## config.mk

```make
export PLATFORM = sky130hd
export DESIGN_NAME = command_top
export DESIGN_NICKNAME = d
export VERILOG_FILES = /design/src/source/cmd_pkg.sv /design/src/source/cmd_register_bank.sv /design/src/source/cmd_frame_decode.sv /design/src/source/cmd_execute.sv /design/src/source/cmd_result.sv /design/src/source/command_top.sv
export VERILOG_INCLUDE_DIRS = /design/src /design/src/source
export SDC_FILE = /design/constraint.sdc
export NUM_CORES = 1
export LEC_CHECK = 0
export ABC_AREA = 1
export BUFFER_PORTS_ARGS = -buffer_cell sky130_fd_sc_hd__buf_2
export CORE_MARGIN = 5
export CORE_UTILIZATION = 60
export DETAILED_ROUTE_END_ITERATION = 16
export PLACE_DENSITY_LB_ADDON = 0.15
export RECOVER_POWER = 100
export SLEW_MARGIN = 40
export SYNTH_ARGS = -nofsm -noshare
export SYNTH_HDL_FRONTEND = slang
export SYNTH_SLANG_ARGS = --single-unit
```

## constraint.sdc

```tcl
create_clock -name clk -period 6.7 [get_ports clk]
set_input_delay 0.335 -clock clk [delete_from_list [all_inputs] [get_ports clk]]
set_output_delay 0.335 -clock clk [all_outputs]
set_load 0.02 [all_outputs]
```

## src/source/cmd_consts.svh

```systemverilog
`ifndef CMD_CONSTS_SVH
`define CMD_CONSTS_SVH

// stream word and command field
`define CMD_WORD_W        32
`define CMD_CODE_W        5

// command codes, low bits of the command word
`define CC_LOOPBACK       5'd1
`define CC_RD_REG         5'd2
`define CC_WR_REG         5'd3

// register numbers, 0..4 read/write, 5 and 6 read only
`define REG_NUM_W         4
`define REG_CHANNEL_TAG   4'd0
`define REG_MUON_BURSTS   4'd1
`define REG_LASER_BURSTS  4'd2
`define REG_PED_BURSTS    4'd3
`define REG_INIT_FILL_NUM 4'd4
`define REG_CH_ADDR       4'd5
`define REG_FILL_NUM      4'd6

// register field widths
`define TAG_W             16
`define BURST_W           23
`define FILL_W            24
`define CH_ADDR_W         3

`endif

```

## src/source/cmd_pkg.sv

```systemverilog
`default_nettype none

`include "cmd_consts.svh"

package cmd_pkg;

	typedef logic [`CMD_WORD_W-1:0] word_t;     // one stream word
	typedef logic [`REG_NUM_W-1:0]  reg_num_t;  // register number field
	typedef logic [`TAG_W-1:0]      tag_t;
	typedef logic [`BURST_W-1:0]    burst_t;
	typedef logic [`FILL_W-1:0]     fill_t;
	typedef logic [`CH_ADDR_W-1:0]  ch_addr_t;

	// decoded command, anything not listed maps to unknown
	typedef enum logic [`CMD_CODE_W-1:0] {
		CODE_UNKNOWN  = 5'd0,
		CODE_LOOPBACK = `CC_LOOPBACK,
		CODE_RD_REG   = `CC_RD_REG,
		CODE_WR_REG   = `CC_WR_REG
	} cmd_code_e;

	// latched frame header
	typedef struct packed {
		word_t csn;  // serial number word
		word_t cmd;  // command word
	} cmd_hdr_t;

	// source of the next response word
	typedef enum logic [2:0] {
		SEL_CSN,
		SEL_CMD,
		SEL_INV_CMD,
		SEL_RX_DATA,
		SEL_REG_DATA
	} tx_sel_e;

	typedef struct packed {
		logic    load;  // take a new word into the tx register
		tx_sel_e sel;
		logic    last;  // word closes the response frame
	} tx_ctrl_t;

	typedef struct packed {
		reg_num_t num;
		word_t    wr_data;
		logic     rd;
		logic     wr;
	} reg_req_t;

	// settings for the acquisition logic
	typedef struct packed {
		tag_t   channel_tag;
		burst_t num_muon_bursts;
		burst_t num_laser_bursts;
		burst_t num_ped_bursts;
		fill_t  initial_fill_num;
	} acq_settings_t;

endpackage

`default_nettype wire

```

## src/source/cmd_register_bank.sv

```systemverilog
`timescale 1ns/1ps
`default_nettype none

`include "cmd_consts.svh"

module cmd_register_bank
	import cmd_pkg::*;
(
	input  wire           clk,
	input  wire           reset,
	input  wire reg_req_t req,
	input  wire fill_t    fill_num,             // current fill number is read only
	input  wire ch_addr_t ch_addr,              // read only jumpers
	output word_t         rd_data,
	output logic          illegal,
	output acq_settings_t settings,
	output logic          initial_fill_num_wr   // one cycle per write of reg 4
);

	ch_addr_t ch_addr_q;  // corrected jumpers

	// beyond the last register or a write above the r/w range
	assign illegal = (req.num > `REG_FILL_NUM) ||
		(req.wr && (req.num > `REG_INIT_FILL_NUM));

	//////////////////////////////////////////////////
	// channel 3 board has its jumpers set to 110
	always_ff @(posedge clk) begin
		if (ch_addr == 3'b110)
			ch_addr_q <= 3'b011;
		else
			ch_addr_q <= ch_addr;
	end

	//////////////////////////////////////////////////
	// read/write registers
	always_ff @(posedge clk) begin
		if (reset) begin
			settings            <= '0;
			initial_fill_num_wr <= 1'b0;
		end else begin
			initial_fill_num_wr <= req.wr && !illegal && (req.num == `REG_INIT_FILL_NUM);
			if (req.wr && !illegal) begin
				case (req.num)
					`REG_CHANNEL_TAG:   settings.channel_tag      <= req.wr_data[`TAG_W-1:0];
					`REG_MUON_BURSTS:   settings.num_muon_bursts  <= req.wr_data[`BURST_W-1:0];
					`REG_LASER_BURSTS:  settings.num_laser_bursts <= req.wr_data[`BURST_W-1:0];
					`REG_PED_BURSTS:    settings.num_ped_bursts   <= req.wr_data[`BURST_W-1:0];
					`REG_INIT_FILL_NUM: settings.initial_fill_num <= req.wr_data[`FILL_W-1:0];
					default: ;
				endcase
			end
		end
	end

	// zero extended read back valid the cycle after the strobe
	always_ff @(posedge clk) begin
		if (req.rd && !illegal) begin
			case (req.num)
				`REG_CHANNEL_TAG:   rd_data <= word_t'(settings.channel_tag);
				`REG_MUON_BURSTS:   rd_data <= word_t'(settings.num_muon_bursts);
				`REG_LASER_BURSTS:  rd_data <= word_t'(settings.num_laser_bursts);
				`REG_PED_BURSTS:    rd_data <= word_t'(settings.num_ped_bursts);
				`REG_INIT_FILL_NUM: rd_data <= word_t'(settings.initial_fill_num);
				`REG_CH_ADDR:       rd_data <= word_t'(ch_addr_q);
				`REG_FILL_NUM:      rd_data <= word_t'(fill_num);
				default:            rd_data <= '0;
			endcase
		end
	end

	a_fill_wr_single: assert property (@(posedge clk) disable iff (reset)
		initial_fill_num_wr |=> !initial_fill_num_wr)
		else $error("initial fill strobe longer than one cycle");

endmodule

`default_nettype wire

```

## src/source/cmd_frame_decode.sv

```systemverilog
`timescale 1ns/1ps
`default_nettype none

`include "cmd_consts.svh"

module cmd_frame_decode
	import cmd_pkg::*;
(
	input  wire        clk,
	input  wire        reset,
	input  wire        rx_tvalid,
	input  wire        rx_tlast,
	input  wire word_t rx_data,
	input  wire        body_take,        // execute wants a body word
	input  wire        done,             // execute finished the frame
	output logic       rx_tready,
	output logic       run,              // one cycle pulse that starts execute
	output cmd_code_e  code,
	output cmd_hdr_t   hdr,
	output logic       command_sm_idle
);

	typedef enum logic [1:0] {
		ST_IDLE,     // waiting for the serial number word
		ST_COMMAND,  // waiting for the command word
		ST_BUSY      // execute owns the frame
	} dec_state_e;

	dec_state_e state;

	// map the low bits of the command word onto the known codes
	function automatic cmd_code_e decode_code(input logic [`CMD_CODE_W-1:0] field);
		cmd_code_e result;
		case (field)
			`CC_LOOPBACK: result = CODE_LOOPBACK;
			`CC_RD_REG:   result = CODE_RD_REG;
			`CC_WR_REG:   result = CODE_WR_REG;
			default:      result = CODE_UNKNOWN;
		endcase
		return result;
	endfunction

	//////////////////////////////////////////////////
	// header FSM
	always_ff @(posedge clk) begin
		if (reset) begin
			state <= ST_IDLE;
			run   <= 1'b0;
			code  <= CODE_UNKNOWN;
			hdr   <= '0;
		end else begin
			run <= 1'b0;  // pulse only
			case (state)
				ST_IDLE: begin
					if (rx_tvalid) begin
						hdr.csn <= rx_data;  // serial number
						state   <= ST_COMMAND;
					end
				end
				ST_COMMAND: begin
					if (rx_tvalid) begin
						hdr.cmd <= rx_data;
						code    <= decode_code(rx_data[`CMD_CODE_W-1:0]);
						run     <= 1'b1;  // lands one cycle after the command word
						state   <= ST_BUSY;
					end
				end
				ST_BUSY: begin
					if (done)
						state <= ST_IDLE;
				end
				default: state <= ST_IDLE;
			endcase
		end
	end

	// header words always taken and body words only on request
	assign rx_tready       = (state != ST_BUSY) || body_take;
	assign command_sm_idle = (state == ST_IDLE);

	//////////////////////////////////////////////////
	// checks
	a_take_while_busy: assert property (@(posedge clk) disable iff (reset)
		body_take |-> state == ST_BUSY)
		else $error("body word requested outside a frame body");

endmodule

`default_nettype wire

```

## src/source/cmd_execute.sv

```systemverilog
`timescale 1ns/1ps
`default_nettype none

`include "cmd_consts.svh"

module cmd_execute
	import cmd_pkg::*;
(
	input  wire            clk,
	input  wire            reset,
	input  wire            run,
	input  wire cmd_code_e code,
	input  wire            rx_tvalid,
	input  wire            rx_tlast,
	input  wire word_t     rx_data,
	input  wire            tx_busy,           // tx register holds an unsent word
	input  wire fill_t     fill_num,
	input  wire ch_addr_t  ch_addr,
	output logic           body_take,
	output logic           done,
	output tx_ctrl_t       tx_ctrl,
	output word_t          rx_word,           // last body word taken for loopback
	output word_t          reg_word,
	output acq_settings_t  settings,
	output logic           initial_fill_num_wr
);

	typedef enum logic [3:0] {
		S_IDLE,
		S_DRAIN,    // unknown code so swallow body up to tlast
		S_CSN,
		S_NUM,      // register number word
		S_DATA,     // write data word
		S_CMD,      // cmd or inverted cmd
		S_VAL,      // register value
		S_LB_TAKE,  // take one loopback body word
		S_LB_ECHO,  // send the loopback word back
		S_WAIT      // last word out and waiting for acceptance
	} exec_state_e;

	exec_state_e state, state_nxt;
	reg_num_t    num_q;
	word_t       wr_data_q;
	logic        last_q;      // echoed word carried tlast
	logic        is_reg_cmd;
	logic        cmd_load;
	logic        illegal;
	logic        err;         // error reply instead of cmd
	reg_req_t    req;

	assign is_reg_cmd = (code == CODE_RD_REG) || (code == CODE_WR_REG);
	assign cmd_load   = (state == S_CMD) && !tx_busy;

	// strobes fire together with the cmd word so the bank check sees the write
	assign req = '{
		num:     num_q,
		wr_data: wr_data_q,
		rd:      cmd_load && (code == CODE_RD_REG),
		wr:      cmd_load && (code == CODE_WR_REG)
	};

	assign err = (code == CODE_UNKNOWN) || (is_reg_cmd && illegal);

	cmd_register_bank bank (
		.clk                 (clk),
		.reset               (reset),
		.req                 (req),
		.fill_num            (fill_num),
		.ch_addr             (ch_addr),
		.rd_data             (reg_word),
		.illegal             (illegal),
		.settings            (settings),
		.initial_fill_num_wr (initial_fill_num_wr)
	);

	//////////////////////////////////////////////////
	// per frame sequencer
	always_comb begin
		state_nxt = state;
		body_take = 1'b0;
		done      = 1'b0;
		tx_ctrl   = '0;
		case (state)
			S_IDLE: if (run) state_nxt = (code == CODE_UNKNOWN) ? S_DRAIN : S_CSN;
			S_DRAIN: begin
				body_take = 1'b1;
				if (rx_tvalid && rx_tlast)
					state_nxt = S_CSN;
			end
			S_CSN: begin
				if (!tx_busy) begin
					tx_ctrl.load = 1'b1;
					tx_ctrl.sel  = SEL_CSN;
					state_nxt    = is_reg_cmd ? S_NUM : S_CMD;
				end
			end
			S_NUM: begin
				body_take = 1'b1;
				if (rx_tvalid)
					state_nxt = (code == CODE_WR_REG) ? S_DATA : S_CMD;
			end
			S_DATA: begin
				body_take = 1'b1;
				if (rx_tvalid)
					state_nxt = S_CMD;
			end
			S_CMD: begin
				if (cmd_load) begin
					tx_ctrl.load = 1'b1;
					tx_ctrl.sel  = err ? SEL_INV_CMD : SEL_CMD;
					if (err || code == CODE_WR_REG) begin
						tx_ctrl.last = 1'b1;  // reply ends here
						state_nxt    = S_WAIT;
					end else if (code == CODE_RD_REG)
						state_nxt = S_VAL;
					else
						state_nxt = S_LB_TAKE;
				end
			end
			S_VAL: begin
				if (!tx_busy) begin  // read data settled long ago
					tx_ctrl.load = 1'b1;
					tx_ctrl.sel  = SEL_REG_DATA;
					tx_ctrl.last = 1'b1;
					state_nxt    = S_WAIT;
				end
			end
			S_LB_TAKE: begin
				body_take = !tx_busy;  // hold the master off while an echo is pending
				if (body_take && rx_tvalid)
					state_nxt = S_LB_ECHO;
			end
			S_LB_ECHO: begin
				if (!tx_busy) begin
					tx_ctrl.load = 1'b1;
					tx_ctrl.sel  = SEL_RX_DATA;
					tx_ctrl.last = last_q;
					state_nxt    = last_q ? S_WAIT : S_LB_TAKE;
				end
			end
			S_WAIT: begin
				if (!tx_busy) begin  // final word accepted
					done      = 1'b1;
					state_nxt = S_IDLE;
				end
			end
			default: state_nxt = S_IDLE;
		endcase
	end

	always_ff @(posedge clk) begin
		if (reset) begin
			state  <= S_IDLE;
			last_q <= 1'b0;
		end else begin
			state <= state_nxt;
			if (state == S_LB_TAKE && body_take && rx_tvalid)
				last_q <= rx_tlast;
		end
	end

	// body word payload
	always_ff @(posedge clk) begin
		if (body_take && rx_tvalid) begin
			case (state)
				// out of range numbers fold onto an illegal one
				S_NUM:     num_q <= (|rx_data[`CMD_WORD_W-1:`REG_NUM_W]) ?
					'1 : rx_data[`REG_NUM_W-1:0];
				S_DATA:    wr_data_q <= rx_data;
				S_LB_TAKE: rx_word   <= rx_data;
				default: ;
			endcase
		end
	end

	a_run_when_idle: assert property (@(posedge clk) disable iff (reset)
		run |-> state == S_IDLE)
		else $error("run pulse while a frame is still in progress");

endmodule

`default_nettype wire

```

## src/source/cmd_result.sv

```systemverilog
`timescale 1ns/1ps
`default_nettype none

module cmd_result
	import cmd_pkg::*;
(
	input  wire           clk,
	input  wire           reset,
	input  wire tx_ctrl_t ctrl,
	input  wire cmd_hdr_t hdr,
	input  wire word_t    rx_word,
	input  wire word_t    reg_word,
	input  wire           tx_tready,
	output word_t         tx_data,
	output logic          tx_tvalid,
	output logic          tx_tlast,
	output logic          tx_busy
);

	word_t word_nxt;

	// response word mux
	always_comb begin
		case (ctrl.sel)
			SEL_CSN:      word_nxt = hdr.csn;
			SEL_CMD:      word_nxt = hdr.cmd;
			SEL_INV_CMD:  word_nxt = ~hdr.cmd;   // error reply
			SEL_RX_DATA:  word_nxt = rx_word;    // loopback echo
			SEL_REG_DATA: word_nxt = reg_word;
			default:      word_nxt = hdr.cmd;
		endcase
	end

	//////////////////////////////////////////////////
	// tx register, held until the slave takes it
	always_ff @(posedge clk) begin
		if (ctrl.load)
			tx_data <= word_nxt;
	end

	always_ff @(posedge clk) begin
		if (reset) begin
			tx_tvalid <= 1'b0;
			tx_tlast  <= 1'b0;
		end else if (ctrl.load) begin
			tx_tvalid <= 1'b1;
			tx_tlast  <= ctrl.last;
		end else if (tx_tvalid && tx_tready) begin  // transferred
			tx_tvalid <= 1'b0;
			tx_tlast  <= 1'b0;
		end
	end

	assign tx_busy = tx_tvalid;

	a_stable_backpressure: assert property (@(posedge clk) disable iff (reset)
		tx_tvalid && !tx_tready |=> tx_tvalid && $stable(tx_data) && $stable(tx_tlast))
		else $error("tx word changed while stalled");

endmodule

`default_nettype wire

```

## src/source/command_top.sv

```systemverilog
`timescale 1ns/1ps
`default_nettype none

module command_top
	import cmd_pkg::*;
(
	input  wire           clk,
	input  wire           reset,
	// receive stream from the master
	input  wire word_t    rx_data,
	input  wire           rx_tvalid,
	input  wire           rx_tlast,
	output logic          rx_tready,
	// transmit stream to the master
	output word_t         tx_data,
	output logic          tx_tvalid,
	output logic          tx_tlast,
	input  wire           tx_tready,
	// acquisition side
	input  wire fill_t    fill_num,
	input  wire ch_addr_t ch_addr,
	output acq_settings_t settings,
	output logic          initial_fill_num_wr,
	output logic          command_sm_idle     // front panel LED
);

	logic      run, done, body_take, tx_busy;
	cmd_code_e code;
	cmd_hdr_t  hdr;
	tx_ctrl_t  tx_ctrl;
	word_t     rx_word, reg_word;

	//////////////////////////////////////////////////
	// header and dispatch
	cmd_frame_decode decode (
		.clk(clk), .reset(reset),
		.rx_tvalid(rx_tvalid), .rx_tlast(rx_tlast), .rx_data(rx_data),
		.body_take(body_take), .done(done),
		.rx_tready(rx_tready),
		.run(run), .code(code), .hdr(hdr),
		.command_sm_idle(command_sm_idle)
	);

	// command sequencing and register bank
	cmd_execute execute (
		.clk(clk), .reset(reset),
		.run(run), .code(code),
		.rx_tvalid(rx_tvalid), .rx_tlast(rx_tlast), .rx_data(rx_data),
		.tx_busy(tx_busy),
		.fill_num(fill_num), .ch_addr(ch_addr),
		.body_take(body_take), .done(done),
		.tx_ctrl(tx_ctrl), .rx_word(rx_word), .reg_word(reg_word),
		.settings(settings), .initial_fill_num_wr(initial_fill_num_wr)
	);

	// response words onto the tx stream
	cmd_result result (
		.clk(clk), .reset(reset),
		.ctrl(tx_ctrl), .hdr(hdr), .rx_word(rx_word), .reg_word(reg_word),
		.tx_tready(tx_tready),
		.tx_data(tx_data), .tx_tvalid(tx_tvalid), .tx_tlast(tx_tlast),
		.tx_busy(tx_busy)
	);

endmodule

`default_nettype wire

```

==> results by group <==
STA
  – Max-slew violations: 179
  – Final period demand of the worst path: 4.97 ns
  – Period utilization: 0.742
  – Final worst setup slack: 1.73 ns
  – Final Hold Slack: 0.0438 ns
  – Setup Viol. Count Final: 0
  – Relative slew slack: -0.617
  – RSZ-0062 raised after global routing: false
  – Final Hold Violating Endpoints: 0
  – Least-Margin Pin Slew: 2.43 ns
  – Final TNS setup: 0 ns
  – Fmax achieved: 201 MHz
  – Clock skew: 0.0155 ns

Synthesis
  – Post-synth top flop: dfxtp_1
  – Ys async rst share: 0
  – Synthesis warning total: 0
  – Net Count, Synth: 1442
  – Yosys cell types: 36
  – Cells after Synth: 1378
  – Syn Area/Cell: 9.04 µm²
  – Number of synthesized flops with an enable pin: 116
  – Netlist Area Pre-Place: 12500 µm²
  – Yosys reg bits: 305
  – Post-synthesis sequential area ratio: 0.584

Place
  – Post-DP Area: 13600 µm²
  – RD Place Congestion: 0.904
  – Post-place setup slack: 3.22 ns
  – Cell count after placement: 1781
  – Post-DP HPWL: 23.6 mm
  – PortBufs: 209

GRT
  – Initial antenna violation count: 1
  – Congestion Overflow GR: 0
  – Global-route wire length before repair: 55.8 mm
  – Total track usage: 0.289
  – Largest net degree at the start of global routing: 126
  – Vias in the first global route: 10.1k

Setup path
  – Critical Path AT: 5.26 ns
  – Worst-path fanout max: 69
  – CP peak stage delay: 1.20 ns
  – Setup Crit Path Kind: register to register
  – Slowest-stage cell, CP: clkbuf_1
  – Critical path endpoint category: register
  – Critical Path RT: 6.98 ns
  – Worst path cell trace: inv_1, nor2_1, nand2_1, nor2_4, buf_4, nand3_1, nand3_1, clkbuf_1, nand2_1, buf_4, nand3_1, nand4_1
  – Startpoint Class: register
  – Most common cell on crit path: nand3_1

Drt
  – WL/cell: 19.5 µm
  – Vias/cell: 5.97
  – Remaining antenna violation count: 0
  – First drt pass iteration count: 6
  – Routed WL: 35.8 mm
  – Iter 0 DRT Violations: 1067
  – Vias: 11.0k
  – Drc violations: 0

Power
  – Leak pwr: 4.84 nW
  – Power density over the cells: 272 nW/µm²
  – Peak supply drop: 0.242 mV

Outcome
  – Failing checks: max-capacitance violations, max-slew violations
  – Run status: finished with violations

Min path
  – Hold WC Path Type: input pin to register

Die
  – Die Span X: 154 µm
  – Die H: 154 µm
  – Number of cell rows: 52
  – DIE AREA: 23700 µm²
  – I/O Pins: 210
  – CORE AREA: 20400 µm²
  – Initial core utilization: 0.612

CTS
  – Hold buffer count at cts: 3
  – Reg clk slew, reported paths: 0.06 ns
  – CTS tree: yes
  – Cts repair resizes: 0
  – Post-CTS setup buffers: 0
  – Worst skew pair latency: 0.55 ns
  – H-tree depth: 1
  – Root Driver: clkbuf_16
  – Clock sinks: 305
  – CTS Buf Count: 30
  – Max clock buf depth: 3

Finish
  – N_diodes: 0
  – Area delta synth->final: 14.8%
  – Fin cells: 1840
  – Most common cell after layout, fill and taps aside: clkbuf_1
  – Most frequent cells in the layout: clkbuf_1, dfxtp_1, a21oi_1
  – Final instance area: 14300 µm²
  – Final Net Count: 1610
  – Layout cells sized above 1: 0.0599

Run
  – Max-cap violations: 4
## kinds of logic after synthesis
| family | count (synthesis) | share of synthesized area |
|---|---|---|
| simple gates | 412 | 0.154 |
| compound gates | 400 | 0.180 |
| flops | 305 | 0.584 |
| buf+inv | 261 | 0.0827 |
## path summary, 6_finish.rpt
kind / slack, ns / cells past startpoint / end / start
max: 1.73 / 12 / result.tx_data[5] / execute.state[2]
min: 0.04 / 3 / execute.last_q / rx_tlast
max reg2reg: 1.73 / 12 / result.tx_data[5] / execute.state[2]
min reg2reg: 0.47 / 2 / execute.bank.settings[72] / execute.bank.settings[72]
## critical path: cells and delay by family (launching register included)
family,cells,cell delay (ns)
buffers and inverters,4,2.32
DFF,1,0.38
and+or+nand+nor,8,1.98
## metrics by stage
| stage | utilization | power [mW] |
|---|---|---|
| after global placement | 0.667 | 2.27 |
| after detailed placement | 0.669 | 2.27 |
| final | 0.702 | 3.89 |
| after CTS | 0.719 | 3.90 |
| after floorplan | - | 2.19 |
| after global routing | 0.702 | 4.02 |
## where the power goes
group | total (mW) | internal (mW) | switching, mW
combinational | 0.229 | 0.0692 | 0.160
clock | 1.66 | 0.960 | 0.698
sequential | 2.00 | 1.97 | 0.0281
## layout make-up
class                      instances  area [µm²]
multi-input combinational        812        4140
fill                            1683        6070
clock inverter                     8        67.6
clock buffer                      48         905
sequential                       305        7270
inverter                         168         631
timing repair buffer             229         948
tap                              270         338
## sequential cells by signal, summed over array words and instances (netlist names)
| register | flops |
|---|---|
| result.tx_busy | 1 |
| execute.state | 4 |
| execute.last_q | 1 |
| decode.run | 1 |
| execute.wr_data_q | 24 |
| execute.bank.settings | 109 |
| execute.bank.rd_data | 24 |
| execute.bank.initial_fill_num_wr | 1 |
| result.tx_tlast | 1 |
| execute.rx_word | 32 |
| execute.num_q | 4 |
| decode.hdr | 64 |
| result.tx_data | 32 |
| execute.bank.ch_addr_q | 3 |
| decode.state | 2 |
| decode.code | 2 |
## cell usage after synthesis, types with 4 or more instances
cell type  instances  area [µm²]
clkinv_1           4        15.0
a22o_1            24         210
buf_1              5        18.8
o221ai_1           5        43.8
inv_1            160         601
a31oi_1            4        25.0
nand4_1           66         413
o22ai_1           21         131
nand3_1           85         425
a221oi_1          13         114
inv_2              4        15.0
o21ai_0          135         676
dfxtp_1          189        3780
buf_2             22         110
o21ai_1           13        65.1
buf_4              4        30.0
a21oi_1          169         846
o211ai_1           5        37.5
edfxtp_1         116        3480
clkbuf_1          61         229
nor2_1            83         312
nor4_1             8        50.1
nand2_1          152         571
o2111ai_1          9        78.8
## metal layers
metal  track usage  wire (µm)  share of wire
met1         0.419      14600           0.41
met2         0.444      16300           0.46
met3        0.0703       4280           0.12
met4        0.0627        624          0.017
met5             0         14        0.00039
Note: power is estimated with default switching activity, not from simulation.
